**src/hw/fpu_pkg.sv**
```systemverilog
// ==============================
// FPU iterative-unit package
// Single-precision format constants, vector types,
// flag positions and the shared state enum
// ==============================
package fpu_pkg;

  // ==============================
  // Format
  // ==============================
  localparam int FLEN      = 32;
  localparam int EXP_WIDTH = 8;
  localparam int MAN_WIDTH = 23;
  localparam int BIAS      = 127;
  localparam int EXP_MAX   = 255;              // All-ones exponent, inf and NaN
  localparam int ROOT_BITS = MAN_WIDTH + 4;    // Hidden 1, mantissa, guard, round, sticky

  typedef logic [FLEN-1:0] fp_word_t;          // One IEEE single value
  typedef logic [2:0]      frm_t;              // RISC-V rounding mode
  typedef logic [4:0]      fflags_t;           // NV DZ OF UF NX
  typedef logic [0:0]      unit_id_t;          // Writeback tag

  localparam fp_word_t CANON_NAN = 32'h7FC0_0000;

  // Rounding modes, anything above RMM acts like RTZ
  localparam frm_t FRM_RNE = 3'd0;
  localparam frm_t FRM_RTZ = 3'd1;
  localparam frm_t FRM_RDN = 3'd2;
  localparam frm_t FRM_RUP = 3'd3;
  localparam frm_t FRM_RMM = 3'd4;

  // Bit positions in fflags_t
  localparam int FLAG_NV = 4;
  localparam int FLAG_DZ = 3;
  localparam int FLAG_OF = 2;
  localparam int FLAG_UF = 1;
  localparam int FLAG_NX = 0;

  localparam unit_id_t UNIT_SQRT = 1'b0;
  localparam unit_id_t UNIT_DIV  = 1'b1;

  // Shared by sqrt and div
  typedef enum logic [2:0] {
    IDLE,
    UNPACK,
    COMPUTE,
    ROUND,
    WRITEBACK
  } iter_state_t;

endpackage

```
**src/hw/fp_sqrt.sv**
```systemverilog
// ==============================
// Single-precision square root
// Radix-2 digit recurrence, one root bit per cycle,
// IEEE rounding and a four-phase writeback request
// ==============================
module fp_sqrt (
  input  logic              clk,
  input  logic              reset_n,
  input  logic              start,
  input  fpu_pkg::frm_t     frm,
  input  fpu_pkg::fp_word_t operand,
  output logic              busy,
  output logic              wb_req,
  input  logic              wb_ack,
  output fpu_pkg::fp_word_t wb_data,
  output fpu_pkg::fflags_t  wb_flags
);
  import fpu_pkg::*;

  iter_state_t state;
  fp_word_t    op_q;                       // Operand captured at start
  frm_t        frm_q;
  logic [4:0]  cnt;                        // Check cycle plus ROOT_BITS steps

  // Special-value decode
  logic is_nan, is_inf, is_zero, is_neg;
  logic special;
  logic check_cyc;                         // First COMPUTE cycle

  // Recurrence
  logic [EXP_WIDTH-1:0]   op_exp;
  logic [EXP_WIDTH:0]     exp_sum;         // Biased exponent plus even adjust
  logic [EXP_WIDTH-1:0]   res_exp;
  logic [2*ROOT_BITS-1:0] rad;             // Radicand, two bits per step off the top
  logic [ROOT_BITS-1:0]   root;
  logic [ROOT_BITS+3:0]   rem;             // Partial remainder
  logic [ROOT_BITS+3:0]   rem_sh;
  logic [ROOT_BITS+3:0]   trial;           // 4*root + 1
  logic                   step_ok;

  // Rounding
  logic     guard_b, round_b, sticky_b;
  logic     inexact, round_up;
  fp_word_t rounded;

  assign busy      = (state != IDLE);
  assign op_exp    = op_q[FLEN-2:MAN_WIDTH];
  assign special   = is_nan | is_inf | is_zero | is_neg;
  assign check_cyc = (cnt == 5'(ROOT_BITS + 1));

  // Even exponent: odd biased values keep the radicand, even ones shift it
  assign exp_sum = {1'b0, op_exp} + (EXP_WIDTH+1)'(BIAS - 1) + (EXP_WIDTH+1)'(op_exp[0]);

  // ==============================
  // Recurrence step
  // ==============================
  always_comb begin
    rem_sh  = {rem[ROOT_BITS+1:0], rad[2*ROOT_BITS-1 -: 2]};  // Bring down next pair
    trial   = {2'b00, root, 2'b01};
    step_ok = (rem_sh >= trial);                              // Root bit is 1
  end

  // Root is always positive, so RDN never rounds up and RUP does on any loss
  assign guard_b  = root[2];
  assign round_b  = root[1];
  assign sticky_b = root[0] | (rem != '0);
  assign inexact  = guard_b | round_b | sticky_b;

  always_comb begin
    case (frm_q)
      FRM_RNE:          round_up = guard_b & (round_b | sticky_b | root[3]);
      FRM_RUP:          round_up = inexact;
      FRM_RMM:          round_up = guard_b;
      FRM_RTZ, FRM_RDN: round_up = 1'b0;
      default:          round_up = 1'b0;
    endcase
  end

  // Mantissa carry ripples into the exponent field
  assign rounded = {1'b0, res_exp, root[ROOT_BITS-2:3]} + FLEN'(round_up);

  // ==============================
  // Control FSM
  // ==============================
  always_ff @(posedge clk or negedge reset_n) begin
    if (!reset_n) begin
      state  <= IDLE;
      cnt    <= '0;
      wb_req <= 1'b0;
    end else begin
      case (state)
        IDLE: begin
          if (start) state <= UNPACK;
        end
        UNPACK: begin
          cnt   <= 5'(ROOT_BITS + 1);
          state <= COMPUTE;
        end
        COMPUTE: begin
          cnt <= cnt - 5'd1;
          if ((check_cyc && special) || cnt == 5'd1) state <= ROUND;  // Specials skip steps
        end
        ROUND: begin
          wb_req <= 1'b1;
          state  <= WRITEBACK;
        end
        WRITEBACK: begin
          if (wb_req && wb_ack) begin
            wb_req <= 1'b0;                          // Ack seen, release
          end else if (!wb_req && !wb_ack) begin
            state <= IDLE;                           // Handshake closed
          end
        end
        default: state <= IDLE;
      endcase
    end
  end

  // ==============================
  // Datapath
  // ==============================
  always_ff @(posedge clk) begin
    if (state == IDLE && start) begin
      op_q  <= operand;
      frm_q <= frm;
    end
    case (state)
      UNPACK: begin
        is_nan  <= (op_exp == EXP_WIDTH'(EXP_MAX)) && (op_q[MAN_WIDTH-1:0] != '0);
        is_inf  <= (op_exp == EXP_WIDTH'(EXP_MAX)) && (op_q[MAN_WIDTH-1:0] == '0);
        is_zero <= (op_exp == '0);                   // Subnormals flush to zero
        is_neg  <= op_q[FLEN-1] && (op_exp != '0);
        res_exp <= exp_sum[EXP_WIDTH:1];
        if (op_exp[0])
          rad <= {2'b01, op_q[MAN_WIDTH-1:0], {(2*ROOT_BITS-MAN_WIDTH-2){1'b0}}};
        else
          rad <= {1'b1, op_q[MAN_WIDTH-1:0], {(2*ROOT_BITS-MAN_WIDTH-1){1'b0}}};
        root <= '0;
        rem  <= '0;
      end
      COMPUTE: begin
        if (check_cyc) begin
          wb_flags <= '0;
          if (is_nan) begin
            wb_data <= CANON_NAN;
          end else if (is_zero) begin
            wb_data <= {op_q[FLEN-1], {(FLEN-1){1'b0}}};   // Keeps sign of zero
          end else if (is_neg) begin
            wb_data  <= CANON_NAN;
            wb_flags <= fflags_t'(1 << FLAG_NV);
          end else if (is_inf) begin
            wb_data <= {1'b0, EXP_WIDTH'(EXP_MAX), {MAN_WIDTH{1'b0}}};
          end
        end else begin
          rad  <= rad << 2;
          root <= {root[ROOT_BITS-2:0], step_ok};
          rem  <= step_ok ? (rem_sh - trial) : rem_sh;
        end
      end
      ROUND: begin
        if (!special) begin
          wb_data  <= rounded;
          wb_flags <= inexact ? fflags_t'(1 << FLAG_NX) : '0;
        end
      end
      default: ;
    endcase
  end

endmodule

```
**src/hw/fp_div.sv**
```systemverilog
// ==============================
// Single-precision divider
// Restoring recurrence, one quotient bit per cycle,
// IEEE rounding, range checks and writeback request
// ==============================
module fp_div (
  input  logic              clk,
  input  logic              reset_n,
  input  logic              start,
  input  fpu_pkg::frm_t     frm,
  input  fpu_pkg::fp_word_t dividend,
  input  fpu_pkg::fp_word_t divisor,
  output logic              busy,
  output logic              wb_req,
  input  logic              wb_ack,
  output fpu_pkg::fp_word_t wb_data,
  output fpu_pkg::fflags_t  wb_flags
);
  import fpu_pkg::*;

  iter_state_t state;
  fp_word_t    a_q, b_q;                   // Operands captured at start
  frm_t        frm_q;
  logic [4:0]  cnt;
  logic        check_cyc;

  // Unpacked fields
  logic [EXP_WIDTH-1:0] ea, eb;
  logic                 sign_q;
  logic                 a_nan, a_inf, a_zero;
  logic                 b_nan, b_inf, b_zero;
  logic                 invalid, special;

  // Recurrence
  logic [EXP_WIDTH+1:0] exp_d;             // Signed, biased quotient exponent
  logic [MAN_WIDTH:0]   mb;                // Divisor mantissa with hidden 1
  logic [MAN_WIDTH+2:0] rem;
  logic [MAN_WIDTH+2:0] diff;
  logic                 step_ok;
  logic [ROOT_BITS-1:0] q;

  // Normalize and round
  logic                           norm;    // Quotient already in [1,2)
  logic [MAN_WIDTH:0]             man;
  logic                           guard_b, round_b, sticky_b, inexact;
  logic                           round_up, max_fin;
  logic [EXP_WIDTH+1:0]           exp_adj;
  logic [EXP_WIDTH+MAN_WIDTH+1:0] sum;     // {exponent, fraction} after rounding
  logic [EXP_WIDTH+1:0]           exp_r;
  logic                           ovf, unf;

  assign busy      = (state != IDLE);
  assign ea        = a_q[FLEN-2:MAN_WIDTH];
  assign eb        = b_q[FLEN-2:MAN_WIDTH];
  assign check_cyc = (cnt == 5'(ROOT_BITS + 1));
  assign invalid   = a_nan | b_nan | (a_zero & b_zero) | (a_inf & b_inf);
  assign special   = a_nan | b_nan | a_inf | b_inf | a_zero | b_zero;

  // Trial subtract, top bit is the borrow
  assign diff    = rem - {2'b00, mb};
  assign step_ok = !diff[MAN_WIDTH+2];

  // ==============================
  // Normalize, round, range
  // ==============================
  always_comb begin
    norm     = q[ROOT_BITS-1];
    man      = norm ? q[ROOT_BITS-1:3] : q[ROOT_BITS-2:2];   // Last step fills the gap
    guard_b  = norm ? q[2] : q[1];
    round_b  = norm ? q[1] : q[0];
    sticky_b = (norm & q[0]) | (rem != '0);
    inexact  = guard_b | round_b | sticky_b;

    case (frm_q)
      FRM_RNE: round_up = guard_b & (round_b | sticky_b | man[0]);
      FRM_RTZ: round_up = 1'b0;
      FRM_RDN: round_up = sign_q & inexact;
      FRM_RUP: round_up = !sign_q & inexact;
      FRM_RMM: round_up = guard_b;
      default: round_up = 1'b0;
    endcase

    // Overflow saturates when rounding toward zero
    case (frm_q)
      FRM_RNE, FRM_RMM: max_fin = 1'b0;
      FRM_RDN:          max_fin = !sign_q;
      FRM_RUP:          max_fin = sign_q;
      default:          max_fin = 1'b1;
    endcase

    exp_adj = exp_d - (EXP_WIDTH+2)'(!norm);
    sum     = {exp_adj, man[MAN_WIDTH-1:0]} + (EXP_WIDTH+MAN_WIDTH+2)'(round_up);
    exp_r   = sum[EXP_WIDTH+MAN_WIDTH+1:MAN_WIDTH];
    ovf     = ($signed(exp_r) >= EXP_MAX);
    unf     = ($signed(exp_r) <= 0);          // No subnormal results
  end

  // ==============================
  // Control FSM
  // ==============================
  always_ff @(posedge clk or negedge reset_n) begin
    if (!reset_n) begin
      state  <= IDLE;
      cnt    <= '0;
      wb_req <= 1'b0;
    end else begin
      case (state)
        IDLE: begin
          if (start) state <= UNPACK;
        end
        UNPACK: begin
          cnt   <= 5'(ROOT_BITS + 1);
          state <= COMPUTE;
        end
        COMPUTE: begin
          cnt <= cnt - 5'd1;
          if ((check_cyc && special) || cnt == 5'd1) state <= ROUND;
        end
        ROUND: begin
          wb_req <= 1'b1;
          state  <= WRITEBACK;
        end
        WRITEBACK: begin
          if (wb_req && wb_ack)
            wb_req <= 1'b0;
          else if (!wb_req && !wb_ack)
            state <= IDLE;
        end
        default: state <= IDLE;
      endcase
    end
  end

  // ==============================
  // Datapath
  // ==============================
  always_ff @(posedge clk) begin
    if (state == IDLE && start) begin
      a_q   <= dividend;
      b_q   <= divisor;
      frm_q <= frm;
    end
    case (state)
      UNPACK: begin
        sign_q <= a_q[FLEN-1] ^ b_q[FLEN-1];
        a_nan  <= (ea == EXP_WIDTH'(EXP_MAX)) && (a_q[MAN_WIDTH-1:0] != '0);
        a_inf  <= (ea == EXP_WIDTH'(EXP_MAX)) && (a_q[MAN_WIDTH-1:0] == '0);
        a_zero <= (ea == '0);                        // Subnormal counts as zero
        b_nan  <= (eb == EXP_WIDTH'(EXP_MAX)) && (b_q[MAN_WIDTH-1:0] != '0);
        b_inf  <= (eb == EXP_WIDTH'(EXP_MAX)) && (b_q[MAN_WIDTH-1:0] == '0);
        b_zero <= (eb == '0);
        exp_d  <= {2'b00, ea} - {2'b00, eb} + (EXP_WIDTH+2)'(BIAS);
        mb     <= {1'b1, b_q[MAN_WIDTH-1:0]};
        rem    <= {3'b001, a_q[MAN_WIDTH-1:0]};      // Dividend mantissa
        q      <= '0;
      end
      COMPUTE: begin
        if (check_cyc) begin
          wb_flags <= '0;
          if (invalid) begin
            wb_data  <= CANON_NAN;
            wb_flags <= fflags_t'(1 << FLAG_NV);
          end else if (a_inf) begin
            wb_data <= {sign_q, EXP_WIDTH'(EXP_MAX), {MAN_WIDTH{1'b0}}};
          end else if (b_zero) begin
            wb_data  <= {sign_q, EXP_WIDTH'(EXP_MAX), {MAN_WIDTH{1'b0}}};
            wb_flags <= fflags_t'(1 << FLAG_DZ);
          end else if (b_inf || a_zero) begin
            wb_data <= {sign_q, {(FLEN-1){1'b0}}};
          end
        end else begin
          q   <= {q[ROOT_BITS-2:0], step_ok};
          rem <= step_ok ? {diff[MAN_WIDTH+1:0], 1'b0} : {rem[MAN_WIDTH+1:0], 1'b0};
        end
      end
      ROUND: begin
        if (!special) begin
          if (ovf) begin
            wb_data <= max_fin ?
                       {sign_q, EXP_WIDTH'(EXP_MAX - 1), {MAN_WIDTH{1'b1}}} :
                       {sign_q, EXP_WIDTH'(EXP_MAX), {MAN_WIDTH{1'b0}}};
            wb_flags <= fflags_t'((1 << FLAG_OF) | (1 << FLAG_NX));
          end else if (unf) begin
            wb_data  <= {sign_q, {(FLEN-1){1'b0}}};
            wb_flags <= fflags_t'((1 << FLAG_UF) | (1 << FLAG_NX));
          end else begin
            wb_data  <= {sign_q, exp_r[EXP_WIDTH-1:0], sum[MAN_WIDTH-1:0]};
            wb_flags <= inexact ? fflags_t'(1 << FLAG_NX) : '0;
          end
        end
      end
      default: ;
    endcase
  end

endmodule

```
**src/hw/wb_arbiter.sv**
```systemverilog
// ==============================
// Writeback arbiter
// Round-robin grant of the shared bus, four-phase req/ack
// ==============================
module wb_arbiter (
  input  logic                clk,
  input  logic                reset_n,
  input  logic                sqrt_req,
  output logic                sqrt_ack,
  input  fpu_pkg::fp_word_t   sqrt_data,
  input  fpu_pkg::fflags_t    sqrt_flags,
  input  logic                div_req,
  output logic                div_ack,
  input  fpu_pkg::fp_word_t   div_data,
  input  fpu_pkg::fflags_t    div_flags,
  output logic                wb_valid,
  output fpu_pkg::unit_id_t   wb_unit,
  output fpu_pkg::fp_word_t   wb_data,
  output fpu_pkg::fflags_t    wb_flags
);
  import fpu_pkg::*;

  logic     active;                        // Handshake open
  unit_id_t owner;                         // Unit holding the ack
  unit_id_t rr;                            // Favored unit on a tie
  unit_id_t grant;
  logic     any_req;
  logic     owner_req;

  assign any_req   = sqrt_req | div_req;
  assign owner_req = (owner == UNIT_DIV) ? div_req : sqrt_req;

  always_comb begin
    if (sqrt_req && div_req) grant = rr;
    else if (div_req)        grant = UNIT_DIV;
    else                     grant = UNIT_SQRT;
  end

  always_ff @(posedge clk or negedge reset_n) begin
    if (!reset_n) begin
      active   <= 1'b0;
      owner    <= UNIT_SQRT;
      rr       <= UNIT_SQRT;
      sqrt_ack <= 1'b0;
      div_ack  <= 1'b0;
      wb_valid <= 1'b0;
    end else begin
      wb_valid <= 1'b0;                    // Single-cycle pulse
      if (!active) begin
        if (any_req) begin
          active   <= 1'b1;
          owner    <= grant;
          rr       <= ~grant;              // Loser goes first next time
          sqrt_ack <= (grant == UNIT_SQRT);
          div_ack  <= (grant == UNIT_DIV);
          wb_valid <= 1'b1;
        end
      end else if (!owner_req) begin
        active   <= 1'b0;                  // Req fell, close the cycle
        sqrt_ack <= 1'b0;
        div_ack  <= 1'b0;
      end
    end
  end

  // Bus payload, sampled with the grant
  always_ff @(posedge clk) begin
    if (!active && any_req) begin
      wb_unit  <= grant;
      wb_data  <= (grant == UNIT_DIV) ? div_data  : sqrt_data;
      wb_flags <= (grant == UNIT_DIV) ? div_flags : sqrt_flags;
    end
  end

endmodule

```
**src/hw/fpu_iter_top.sv**
```systemverilog
// ==============================
// FPU iterative units top
// Sqrt and div sharing one writeback bus
// ==============================
module fpu_iter_top (
  input  logic              clk,
  input  logic              reset_n,
  input  fpu_pkg::frm_t     frm,
  input  logic              sqrt_start,
  input  fpu_pkg::fp_word_t sqrt_a,
  output logic              sqrt_busy,
  input  logic              div_start,
  input  fpu_pkg::fp_word_t div_a,
  input  fpu_pkg::fp_word_t div_b,
  output logic              div_busy,
  output logic              wb_valid,
  output fpu_pkg::unit_id_t wb_unit,
  output fpu_pkg::fp_word_t wb_data,
  output fpu_pkg::fflags_t  wb_flags
);
  import fpu_pkg::*;

  // Unit to arbiter handshakes
  logic     sqrt_req, sqrt_ack;
  fp_word_t sqrt_data;
  fflags_t  sqrt_flags;
  logic     div_req, div_ack;
  fp_word_t div_data;
  fflags_t  div_flags;

  fp_sqrt i_fp_sqrt (
    .clk      (clk),
    .reset_n  (reset_n),
    .start    (sqrt_start),
    .frm      (frm),
    .operand  (sqrt_a),
    .busy     (sqrt_busy),
    .wb_req   (sqrt_req),
    .wb_ack   (sqrt_ack),
    .wb_data  (sqrt_data),
    .wb_flags (sqrt_flags)
  );

  fp_div i_fp_div (
    .clk      (clk),
    .reset_n  (reset_n),
    .start    (div_start),
    .frm      (frm),
    .dividend (div_a),
    .divisor  (div_b),
    .busy     (div_busy),
    .wb_req   (div_req),
    .wb_ack   (div_ack),
    .wb_data  (div_data),
    .wb_flags (div_flags)
  );

  wb_arbiter i_wb_arbiter (
    .clk        (clk),
    .reset_n    (reset_n),
    .sqrt_req   (sqrt_req),
    .sqrt_ack   (sqrt_ack),
    .sqrt_data  (sqrt_data),
    .sqrt_flags (sqrt_flags),
    .div_req    (div_req),
    .div_ack    (div_ack),
    .div_data   (div_data),
    .div_flags  (div_flags),
    .wb_valid   (wb_valid),
    .wb_unit    (wb_unit),
    .wb_data    (wb_data),
    .wb_flags   (wb_flags)
  );

endmodule

```
**config.mk**
```make
export PLATFORM = sky130hd
export DESIGN_NAME = fpu_iter_top
export DESIGN_NICKNAME = d
export VERILOG_FILES = /design/src/hw/fpu_pkg.sv /design/src/hw/fp_sqrt.sv /design/src/hw/fp_div.sv /design/src/hw/wb_arbiter.sv /design/src/hw/fpu_iter_top.sv
export SDC_FILE = /design/constraint.sdc
export NUM_CORES = 1
export LEC_CHECK = 0
export ABC_AREA = 0
export BUFFER_PORTS_ARGS = -buffer_cell sky130_fd_sc_hd__buf_2
export CAP_MARGIN = 25
export CORE_UTILIZATION = 40
export CTS_CLUSTER_DIAMETER = 80
export DETAILED_ROUTE_END_ITERATION = 6
export PLACE_DENSITY = 0.65
export SETUP_SLACK_MARGIN = 0.3
export SYNTH_ARGS = -nofsm -noshare
export SYNTH_HDL_FRONTEND = slang
export SYNTH_SLANG_ARGS = --single-unit
export TNS_END_PERCENT = 5
```
**constraint.sdc**
```tcl
create_clock -name clk -period 7.5 [get_ports clk]
set_clock_uncertainty 0.1 [all_clocks]
set_input_delay 1.125 -clock clk [delete_from_list [all_inputs] [get_ports clk]]
set_output_delay 1.125 -clock clk [all_outputs]
set_load 0.1 [all_outputs]
```
---- Yosys cells after proc, flatten, opt, wreduce, memory -nomap -nowiden ----
Cells that the tools add are included.
word-level totals
  register bits after elaboration ......... 455
  input bits .............................. 103
  output and inout port bits .............. 41
  logic and storage cells ................. 275
operators by class
  $add $sub $neg .......................... 11
  $lt $le $gt $ge ......................... 3
  eq/ne operators ......................... 39
  bitwise logic cells ..................... 31
  muxes and demuxes ....................... 82
  reductions and logical operators ........ 66
operator list
  cell                count
  $mux 32             13
  $pmux 32 s2         2
  $mux 31             4
  $mux 54             2
  $pmux 27 s2         2
  $pmux 54 s2         1
  $logic_not 23->1    3
  $reduce_bool 23->1  3
  $pmux 31 s2         1
  $mux 5              12
  $mux 27             2
  $mux 26             2
  $pmux 26 s2         1
  $pmux 5 s2          4
  $add 33x1->33       1
  $add 31x1->32       1
  $ge 31x29->1        1
  $reduce_bool 31->1  1
  $sub 31x29->31      1
  $pmux 3 s5          2
  $reduce_bool 26->1  1
  $sub 26x24->26      1
  $eq 8x8->1 const B  3
  $logic_not 8->1     3
  other kinds (39)    165

---- Longest topological paths before layout ----
Gate-level depths: netlist (run 1).
  depth in word-level cells ............... 12
  gate-level depth with buffers ........... 19
  depth with buffers taken out ............ 16

---- Hierarchy ----
A second synthesis (run 1) with hierarchy kept.
second synthesis, totals
  cell total of the unflattened synthesis .. 2006
  area total of the unflattened synthesis .. 22592.9 µm²
by module, submodules not included
  module      cells each  area each (µm²)  seq. area each (µm²)  times used
  fp_div      1004        11245.8          6140.9                1
  fp_sqrt     891         9360.2           5149.9                1
  wb_arbiter  111         1986.9           1291.2                1

---- Worst setup path before layout (run 1) ----
No wires, ideal clock.
  path kind ............................... register -> register
  from .................................... register i_fp_div.state[0]
  to ...................................... register i_fp_div.q[0] (enable)
  path slack .............................. 2.114 ns
  path buffers ............................ 1
  data arrival time ....................... 4.876 ns
  cell stages (with the launch flop) ...... 5
  clock period less this slack ............ 5.386 ns
  library setup time ...................... 0.409 ns
  required time ........................... 6.991 ns
  cell sequence ........................... dfrtp_1 -> clkbuf_1 -> inv_1 -> nor3_1 -> a21o_1
between the ends
  cells in the longest elaborated chain, start to end .. 3
  elaborated cells between the ends (all ways) .. 5
  those cells by class .................... eq/ne (3); reduce/logical (2)
RTL lines
  what                                                                     RTL line       source
  start, declared                                                          fp_div.sv:21   iter_state_t state;
  start signal, assigned                                                   fp_div.sv:103  state <= IDLE;
  start signal, assigned                                                   fp_div.sv:109  if (start) state <= UNPACK;
  start signal, assigned                                                   fp_div.sv:113  state <= COMPUTE;
  $eq 3x2->1 / $eq 3x1->1 (equally long branches)                          fp_div.sv:143  case (state)
  $ne 2x2->1 (no source line) / $reduce_bool 2->1 (equally long branches)  -
  $reduce_and 2->1 (no source line) *                                      -
  end signal, assigned                                                     fp_div.sv:172  q <= {q[ROOT_BITS-2:0], step_ok};
  end, declared                                                            fp_div.sv:40   logic [ROOT_BITS-1:0] q;
Every way passes the cells marked *; elsewhere a longest branch is shown, timed or not.
A chain may end at the register's enable or synchronous reset.

---- Worst setup path in the final report (run 1) ----
  from .................................... register i_fp_div.q[26]
  to ...................................... register i_fp_div.wb_data[23], data pin
between the ends
  cells in the longest elaborated chain, start to end .. 12
  elaborated cells between the ends (all ways) .. 22
  those cells by class .................... add/sub (2); order compare (2); mux (8); bitwise (9); reduce/logical (1)
RTL lines
  what                      RTL line       source
  $and 1x1->1               fp_div.sv:71   sticky_b = (norm & q[0]) | (rem != '0);
  $or 1x1->1                fp_div.sv:71
  $or 1x1->1 (2 in series)  fp_div.sv:75   FRM_RNE: round_up = guard_b & (round_b | sticky_b | man[0]);
  $and 1x1->1               fp_div.sv:75
  $pmux 1 s4                fp_div.sv:74   case (frm_q)
  $add 33x1->33 *           fp_div.sv:92   sum = {exp_adj, man[MAN_WIDTH-1:0]} + (EXP_WIDTH+MAN_WIDTH+2)'(round_up);
  $le 10x1->1               fp_div.sv:95   unf = ($signed(exp_r) <= 0);
  $mux 31                   fp_div.sv:183  end else if (unf) begin
  $mux 31 *                 fp_div.sv:178  if (ovf) begin
  $mux 32 *                 fp_div.sv:177  if (!special) begin
  $pmux 32 s2 *             fp_div.sv:143
  end signal, assigned      fp_div.sv:179  wb_data <= max_fin ?
  end signal, assigned      fp_div.sv:184  wb_data <= {sign_q, {(FLEN-1){1'b0}}};
  end signal, assigned      fp_div.sv:187  wb_data <= {sign_q, exp_r[EXP_WIDTH-1:0], sum[MAN_WIDTH-1:0]};
  end, declared             fp_div.sv:16   output fpu_pkg::fp_word_t wb_data,
Every way passes the cells marked *; elsewhere a longest branch is shown, timed or not. The select of a mux whose other input is x is not followed.

==> impl_metrics.toml, run 1 <==
[setup_path]
required_ns = 7.70
path_cells = "buf_4 > mux2i_1 > or3_1 > a21oi_1 > ha_1 > nand2_1 > nor4_4 > and4_4 > xnor2_1 > and2_1 > o32a_1 > o41a_1 > o21bai_4 > o221ai_1"
cp.arrival_ns = 5.08
critical_path_class = "reg -> reg"
cpMaxStageDelayCell = "o21bai_4"
critPathMaxStageDelay_ns = 0.67
endpoint_kind = "register"
crit_path_max_fanout = 42
cp-start-kind = "register"

[sta]
hold_viol = 0
post-route-period-util_pct = 65.0
rsz0062_at_grt = "no"
fmax_ghz = 0.205
slew_headroom_pct = 34.6
final-setup-viol-count = 0
post-route-min-period_ns = 4.88
finalMaxSlewViolations = 0
tns_ns = 0
max_slew.worst_pin.slew_ns = 0.978

[logic_synthesis]
avgSynthCellArea_um2 = 11.5
synth_most_common_cell = "edfxtp_1"
synth_area_leaders = "edfxtp_1, ha_1, xnor2_1, mux2i_1, nor2_1"
synthArstFlopShare_pct = 5.67
yosys-top-cells-count = "edfxtp_1, nor2_1, nand2_1, inv_1, o21ai_0"
yosys_register_bits = 423
synth-edff-count = 399
synth_area_um2 = 22100
ys_seq_area_share_pct = 57.0
synth_nets = 2099
synthFlopType = "edfxtp_1"
synthCells = 1918
synth.yosys.warnings = 0
ys_types = 74
yosys.area.top_type = "edfxtp_1"
synth_top_area_share_pct = 54.3

[global_route]
antenna_found_initial = 3
grt.total_usage_pct = 17.5
grt.overflow.total = 0
grt_pass1_wl_um = 78400
grt_pass1_vias = 14700
grt_max_degree = 68

[detailed_routing]
wirelength_um = 49200
viasPerCell = 5.36
drtIter0Drc = 1055
wl_per_cell_um = 17.6
drc = 0
vias = 15000
antenna_left = 0
drt_first_pass_iters = 6

[flow_run]
maxCapViolCount = 0

[floorplan]
ios = 144
placementRows = 85
die_area_um2 = 56100
core_um2 = 54100
fp.dieH_um = 237
start_util_pct = 40.8
die_w_um = 237

[clock_network]
cts_max_path_buffers = 3
cts_setup_buffers = 0
clock-sinks = 423
cts_tree = "done"
insertion_delay_ns = 0.60
cts_resized = 0
ctsHoldBuffers = 0
cts.clk_slew.worst_paths_ns = 0.06
clock-root-buffer = "clkbuf_16"
cts_buffers = 47
htreeDepth = 2

[finish]
postLayoutCellArea_um2 = 25100
diodes = 0
layout.nets = 2245
synthToLayoutAreaGrowth_pct = 13.8
layout-drive-gt1-share_pct = 15.3

[placed_design]
gp_congestion = 0.886
numPortBuffers = 143
place_hpwl_um = 35800
dpl_cell_area_um2 = 23600

[status]
status = "complete, no violations"

[worst_hold_path]
hold_class = "reg -> reg"
cells in the final DEF, fill, tap and decap left out, drive strengths merged, types with 7 or more instances in the layout:
master    n
edfxtp  399
nor2    176
buf     163
nand2   154
o21ai   128
inv     111
a21oi    92
xnor2    90
ha       76
mux2i    70
clkbuf   58
nand3    47
mux2     45
xor2     44
and3     43
nor4     40
nor3     39
nand4    32
nor2b    24
dfrtp    24
nand2b   22
clkinv   22
a21o     20
a31oi    18
or3      15
and2     13
o21a     12
nor3b    12
o211ai   10
o31ai     8
a211oi    8
or4       7
layout make-up:
cell class	instances	area, um2
Sequential cell	423	12600
Fill cell	4851	29000
Timing Repair Buffer	163	910
Clock inverter	28	228
Clock buffer	58	1250
Tap cell	696	871
Multi-Input combinational cell	1322	8870
Inverter	107	402
per-stage QoR:
stage / hold WS, ns / utilization (%) / instances / setup WS [ns]
floorplan: 0.327 / - / 1918 / 2.11
global placement: 0.337 / 43.5 / 2707 / 2.56
detailed placement: 0.335 / 43.7 / 2711 / 2.60
CTS: 0.346 / 46.4 / 2797 / 2.59
global route: 0.357 / 46.4 / 2797 / 2.19
finish: 0.343 / 46.4 / 2797 / 2.62
registers in the layout (all words and copies together), names as in the netlist, 5 cells and up:
name                   flops
i_fp_sqrt.res_exp          8
i_fp_sqrt.root            27
i_fp_div.wb_data          32
i_fp_div.cnt               5
i_fp_sqrt.op_q            32
i_wb_arbiter.wb_flags      5
i_fp_sqrt.rem             31
i_fp_div.a_q              32
i_fp_div.q                27
i_fp_div.exp_d            10
i_fp_div.rem              26
i_wb_arbiter.wb_data      32
i_fp_div.b_q              32
i_fp_sqrt.wb_data         32
i_fp_sqrt.rad             25
i_fp_div.mb               23
i_fp_sqrt.cnt              5
i_fp_div.wb_flags          5
cells by family after synthesis:
logic type	Yosys count	share of synthesized area, %
mux	115	5.47
buf+inv	173	3.10
fa+ha+maj	78	4.49
compound gates	347	9.90
flops	423	57.0
simple gates	648	14.7
xor+xnor	134	5.32
routing by layer:
metal	track usage [%]	share of wire, %
met1	24.6	48
met2	27.3	45
met3	3.05	4.9
met4	5.77	2.6
met5	0	0.045
worst max-delay path: cells and delay by family (launching register included):
kind / cells / cell delay [ns]
multiplexers: 1 / 0.18
XOR/XNOR: 1 / 0.07
buffers and inverters: 1 / 0.43
AO/OA/AOI/OAI: 5 / 1.93
AND/OR/NAND/NOR: 5 / 1.35
flip-flops: 1 / 0.32
adder cells (fa/ha/maj): 1 / 0.19
path summary, 6_finish.rpt:
path,endpoint,slack (ns),start,cells past startpoint
worst min-delay path,i_fp_div.mb[0],0.34,i_fp_div.b_q[0],0
max in group asynchronous,i_fp_sqrt.wb_req,6.47,reset_n,1
worst min register to register,i_fp_div.mb[0],0.34,i_fp_div.b_q[0],0
min in group asynchronous,i_fp_sqrt.state[2],0.43,reset_n,1
worst max-delay path,i_fp_div.wb_data[23],2.62,i_fp_div.q[26],14
worst max register to register,i_fp_div.wb_data[23],2.62,i_fp_div.q[26],14
Power of run 1 is not shown: default switching activity piles up to over one toggle a cycle in this logic, so the estimate is an artifact.
==> inputs of run 2 (changes only) <==
--- a/config.mk
+++ b/config.mk
@@ -11,7 +11,7 @@
 export CORE_UTILIZATION = 40
 export CTS_CLUSTER_DIAMETER = 80
 export DETAILED_ROUTE_END_ITERATION = 6
-export PLACE_DENSITY = 0.65
+export PLACE_DENSITY = 0.67
 export SETUP_SLACK_MARGIN = 0.3
 export SYNTH_ARGS = -nofsm -noshare
 export SYNTH_HDL_FRONTEND = slang
==> constraint.sdc (replaced) <==
create_clock -name clk -period 4.2 [get_ports clk]
set_clock_uncertainty 0.1 [all_clocks]
set_input_delay 0.63 -clock clk [delete_from_list [all_inputs] [get_ports clk]]
set_output_delay 0.63 -clock clk [all_outputs]
set_load 0.1 [all_outputs]
==> run 2 against run 1 <==
Setup slack worse by 2.4 ns; global-route usage is 0.083 points lower; clock-buffer cell count is 2 higher; non-clock buffer count is 40 higher.
==> impl_metrics.toml, run 2 (same netlist as run 1, synthesis figures left out) <==
[setup_path]
critical_path_class = "reg -> reg"
path_buf_inv = 6
required_ns = 4.40
crit_path_max_fanout = 38
cp.arrival_ns = 4.17
path_cells = "buf_4 > buf_4 > buf_6 > mux2_2 > nor4b_4 > buf_4 > and3_1 > a311oi_2 > nor3_1 > o32a_1 > o41a_1 > o21bai_4 > buf_4 > buf_12 > o21ai_2"
crit_end = "i_fp_div.wb_data[9]"
crit_family = "compound AO/OA/AOI/OAI gates"
cpMaxStageDelayCell = "o41a_1"
r2r_slack_ns = 0.23
cp-start-kind = "register"
path_depth = 15
worstSetupStartpoint = "i_fp_div.q[26]"
critPathMaxStageDelay_ns = 0.50
endpoint_kind = "register"
r2r_start = "i_fp_div.q[26]"
r2r_end = "i_fp_div.wb_data[9]"
rr_worst_depth = 15
path_common_cell = "buf_4"

[clock_network]
cts_buffers = 47
clock-root-buffer = "clkbuf_16"
clock-sinks = 423
cts_max_path_buffers = 3
cts.clk_slew.worst_paths_ns = 0.06
insertion_delay_ns = 0.58
cts_tree = "done"
htreeDepth = 2

[placed_design]
numPortBuffers = 143
gp_congestion = 0.912
place_hpwl_um = 36000
dp.cells = 2729

[detailed_routing]
viasPerCell = 5.36
wirelength_um = 49300
vias = 15200
antenna_left = 0
drc = 0
wl_per_cell_um = 17.4
drtIter0Drc = 1210
drt_first_pass_iters = 6

[status]
status = "complete, no violations"

[sta]
final-setup-viol-count = 0
rsz0062_at_grt = "yes"
post-route-min-period_ns = 3.97
post-route-period-util_pct = 94.4
max_slew.worst_pin.slew_ns = 1.07
finalMaxSlewViolations = 0
slew_headroom_pct = 28.7
hold_viol = 0
fmax_ghz = 0.252

[floorplan]
die_area_um2 = 56100
core_um2 = 54100
ios = 144
start_util_pct = 40.8
placementRows = 85
fp.dieH_um = 237
die_w_um = 237

[finish]
layout_commonest_cell = "edfxtp_1"
final_cell_mix = "edfxtp_1, nor2_1, nand2_1"
synthToLayoutAreaGrowth_pct = 16.2
multi_input_area_um2 = 9040
layout-drive-gt1-share_pct = 18.0
layout.nets = 2285
seq_area_um2 = 12600
final_cells = 2836
fill_cells = 4852
diodes = 0

[global_route]
grt_pass1_wl_um = 77800
grt_pass1_vias = 14500
antenna_found_initial = 2
grt.total_usage_pct = 17.4
grt.overflow.total = 0
grt_max_degree = 68

[worst_hold_path]
hold_class = "in -> reg"
hold_start = "div_a[30]"
min_path_cells = 1

[flow_run]
maxCapViolCount = 0
run 2: worst register-to-register path, cell delays in order, from the launching register on:
cell      delay, ns
edfxtp_1       0.44
buf_4          0.15
buf_4          0.10
buf_6          0.28
mux2_2         0.41
nor4b_4        0.13
buf_4          0.16
and3_1         0.22
a311oi_2       0.24
nor3_1         0.08
o32a_1         0.36
o41a_1         0.50
o21bai_4       0.19
buf_4          0.15
buf_12         0.13
o21ai_2        0.07
run 2: routing by layer:
layer	vias up	global-route usage [%]	wire length (um)
met5	-	0	25
met3	85	2.79	2160
met1	7300	24.7	23400
li1	7455	-	-
met2	356	27.4	22400
met4	4	5.19	1190
run 2: stage by stage:
step / setup slack (ns) / area (um2) / utilization (%) / hold slack, ns / setup TNS [ns]
2_1_floorplan: -0.283 / 22100 / - / 0.234 / -23.53
3_3_place_gp: 0.106 / 23700 / 43.9 / 0.339 / 0
3_5_place_dp: -0.0319 / 23800 / 43.9 / 0.335 / -0.0435
4_1_cts: 0.228 / 25400 / 47.0 / 0.0880 / 0
5_1_grt: 0.107 / 25600 / 47.4 / 0.0923 / 0
6_report: 0.235 / 25600 / 47.4 / 0.122 / 0
run 2: final cells by class:
| cell class | count | area share, % |
|---|---|---|
| clock buffers | 60 | 4.90 |
| clock inverters | 25 | 0.946 |
| inverters | 107 | 1.57 |
| multi-input cells | 1322 | 35.2 |
| flip-flops and latches | 423 | 49.1 |
| well taps | 696 | 3.40 |
| repair buffers | 203 | 4.89 |
run 2: how the worst min path moves through the flow:
stage	to	slack [ns]
finish	i_fp_div.a_q[30]	0.12
global placement	i_fp_div.mb[5]	0.34
CTS	i_fp_div.a_q[1]	0.09
global route	i_fp_sqrt.op_q[10]	0.09
detailed placement	i_fp_div.mb[4]	0.34
floorplan	i_fp_div.cnt[0]	0.23
run 2: repair_timing:
item | in CTS | in global routing
gates cloned | 1 | 1
endpoints found under the hold margin | 24 | 0
endpoints found under the setup margin | 35 | 41
pin swaps | 5 | 8
hold buffers | 1 | 0
setup buffers | 11 | 8
gates resized for setup | 10 | 26
Power of run 2 is left out for the same reason.
==> inputs of run 3 (changes only) <==
--- a/config.mk
+++ b/config.mk
@@ -5,10 +5,10 @@
 export SDC_FILE = /design/constraint.sdc
 export NUM_CORES = 1
 export LEC_CHECK = 0
-export ABC_AREA = 0
 export BUFFER_PORTS_ARGS = -buffer_cell sky130_fd_sc_hd__buf_2
 export CAP_MARGIN = 25
 export CORE_UTILIZATION = 40
+export CTS_BUF_LIST = sky130_fd_sc_hd__clkbuf_8
 export CTS_CLUSTER_DIAMETER = 80
 export DETAILED_ROUTE_END_ITERATION = 6
 export PLACE_DENSITY = 0.67
==> run 3 against run 2 <==
Non-clock buffer count shrank 1; first-iteration DRC count rose by 4.8%; register-to-register slack worse by 0.05 ns; die area stayed put; via count increased by 1.1%; clock-buffer cell count grew 21; critical path depth increased by 2; sequential share of layout area is 0.067 points higher; routed wire length is 0.83% higher; hold slack lost 0.061 ns; core utilization decreased by 0.065 points.
==> impl_metrics.toml, run 3 (same netlist as run 1, synthesis figures left out) <==
[clock_network]
cts_max_path_buffers = 3
cts_buffers = 74
cts_tree = "done"
htreeDepth = 3
clock-sinks = 423
clock-root-buffer = "clkbuf_8"
cts.clk_slew.worst_paths_ns = 0.06
insertion_delay_ns = 0.66

[finish]
final_cell_mix = "edfxtp_1, nor2_1, nand2_1"
fill_cells = 4848
layout.nets = 2311
layout-drive-gt1-share_pct = 18.9
multi_input_area_um2 = 9000
layout_commonest_cell = "edfxtp_1"
seq_area_um2 = 12600
synthToLayoutAreaGrowth_pct = 16.1

[setup_path]
cp.arrival_ns = 4.28
critPathMaxStageDelay_ns = 0.54
crit_path_max_fanout = 5
path_cells = "or4_4 > a21oi_2 > nand4_1 > nor2_1 > a21oi_2 > ha_2 > nand2_2 > nor4_4 > and4_4 > xnor2_2 > and2_4 > o32a_1 > o41a_1 > o21bai_4 > buf_12 > clkbuf_16 > o21ai_2"
cpMaxStageDelayCell = "or4_4"
path_common_cell = "a21oi_2"
required_ns = 4.47
cp-start-kind = "register"
critical_path_class = "reg -> reg"
endpoint_kind = "register"

[detailed_routing]
wl_met3_um = 2660
wl_per_cell_um = 17.2
viasPerCell = 5.33
drtIter0Drc = 1268
met2_length_um = 22700
drt_first_pass_iters = 5
routed.top_layer = "met5"
vias = 15400
wirelength_um = 49700
antenna_left = 0
wl_met1_um = 23300
drc = 0

[sta]
finalMaxSlewViolations = 0
max_slew.worst_pin.slew_ns = 1.04
post-route-period-util_pct = 95.6
rsz0062_at_grt = "yes"
slew_headroom_pct = 30.7
hold_viol = 0
final-setup-viol-count = 0
tns_ns = 0
post-route-min-period_ns = 4.01
holdWs_ns = 0.0607
fmax_ghz = 0.249

[status]
status = "complete, no violations"

[floorplan]
start_util_pct = 40.8
core_um2 = 54100
fp.dieH_um = 237
die_area_um2 = 56100
ios = 144
die_w_um = 237
placementRows = 85

[global_route]
grt_pass1_wl_um = 78300
grt.overflow.total = 0
grt_max_degree = 68
antenna_found_initial = 3
grt_pass1_vias = 14800
grt.total_usage_pct = 17.6

[flow_run]
maxCapViolCount = 0

[placed_design]
numPortBuffers = 143
gp_congestion = 0.912
place_hpwl_um = 36000

[worst_hold_path]
hold_class = "in -> reg"
run 3: changes by cell type in the layout (fill, tap and decap cells not counted), moves of 3 or more:
cell        change
inv_1          +19
buf_4           -5
clkinv_1       +10
clkinvlp_4      -4
clkbuf_8       +80
clkbuf_16      -48
clkinv_2        +4
clkinv_4        -3
clkbuf_1       -11
run 3: final cells by class:
cell class	count	share of cell area, %
antenna	1	0.00977
clock buffer	81	4.35
timing repair buffer	202	5.09
inverter	107	1.57
clock inverter	53	1.32
tap	696	3.40
sequential	423	49.1
multi-input combinational	1322	35.1
run 3: path summary, 6_finish.rpt:
check                           startpoint                   to  slack (ns)  depth (start not counted)
max                        i_fp_div.rem[7]  i_fp_div.wb_data[4]        0.19                         17
min                              div_a[12]     i_fp_div.a_q[12]        0.06                          1
max reg2reg                i_fp_div.rem[7]  i_fp_div.wb_data[4]        0.19                         17
min reg2reg                i_fp_div.b_q[1]       i_fp_div.mb[1]        0.35                          0
max in group asynchronous          reset_n   i_fp_sqrt.state[0]        3.10                          2
min in group asynchronous          reset_n     i_fp_sqrt.cnt[2]        0.50                          2
run 3: per-stage QoR:
stage | instance area, um2 | cells | worst slack [ns] | utilization [%]
after floorplan | 22100 | 1918 | -0.283 | -
after CTS | 25500 | 2880 | 0.214 | 47.0
final | 25600 | 2885 | 0.186 | 47.3
after detailed placement | 23800 | 2729 | -0.0319 | 43.9
after global routing | 25600 | 2885 | 0.0617 | 47.3
after global placement | 23700 | 2728 | 0.106 | 43.9
run 3: repair_timing:
action,CTS,global route
resized for setup,15,18
hold buffers,1,0
setup buffers,14,2
gates cloned,2,1
endpoints found under the hold margin,24,0
pin swaps,5,10
endpoints found under the setup margin,35,43
run 3: routing by layer:
layer / vias to the layer above / GRT usage [%]
met4: 4 / 5.73
li1: 7532 / -
met3: 70 / 3.53
met5: - / 0
met1: 7365 / 24.4
met2: 397 / 27.6
run 3: critical path, delay by kind of cell, from the launching register on:
family,cells,cell delay (ns)
simple gates,7,1.37
compound gates,6,1.25
flops,1,0.40
buf+inv,2,0.30
fa+ha+maj,1,0.18
xor+xnor,1,0.13
Power of run 3 is left out for the same reason.
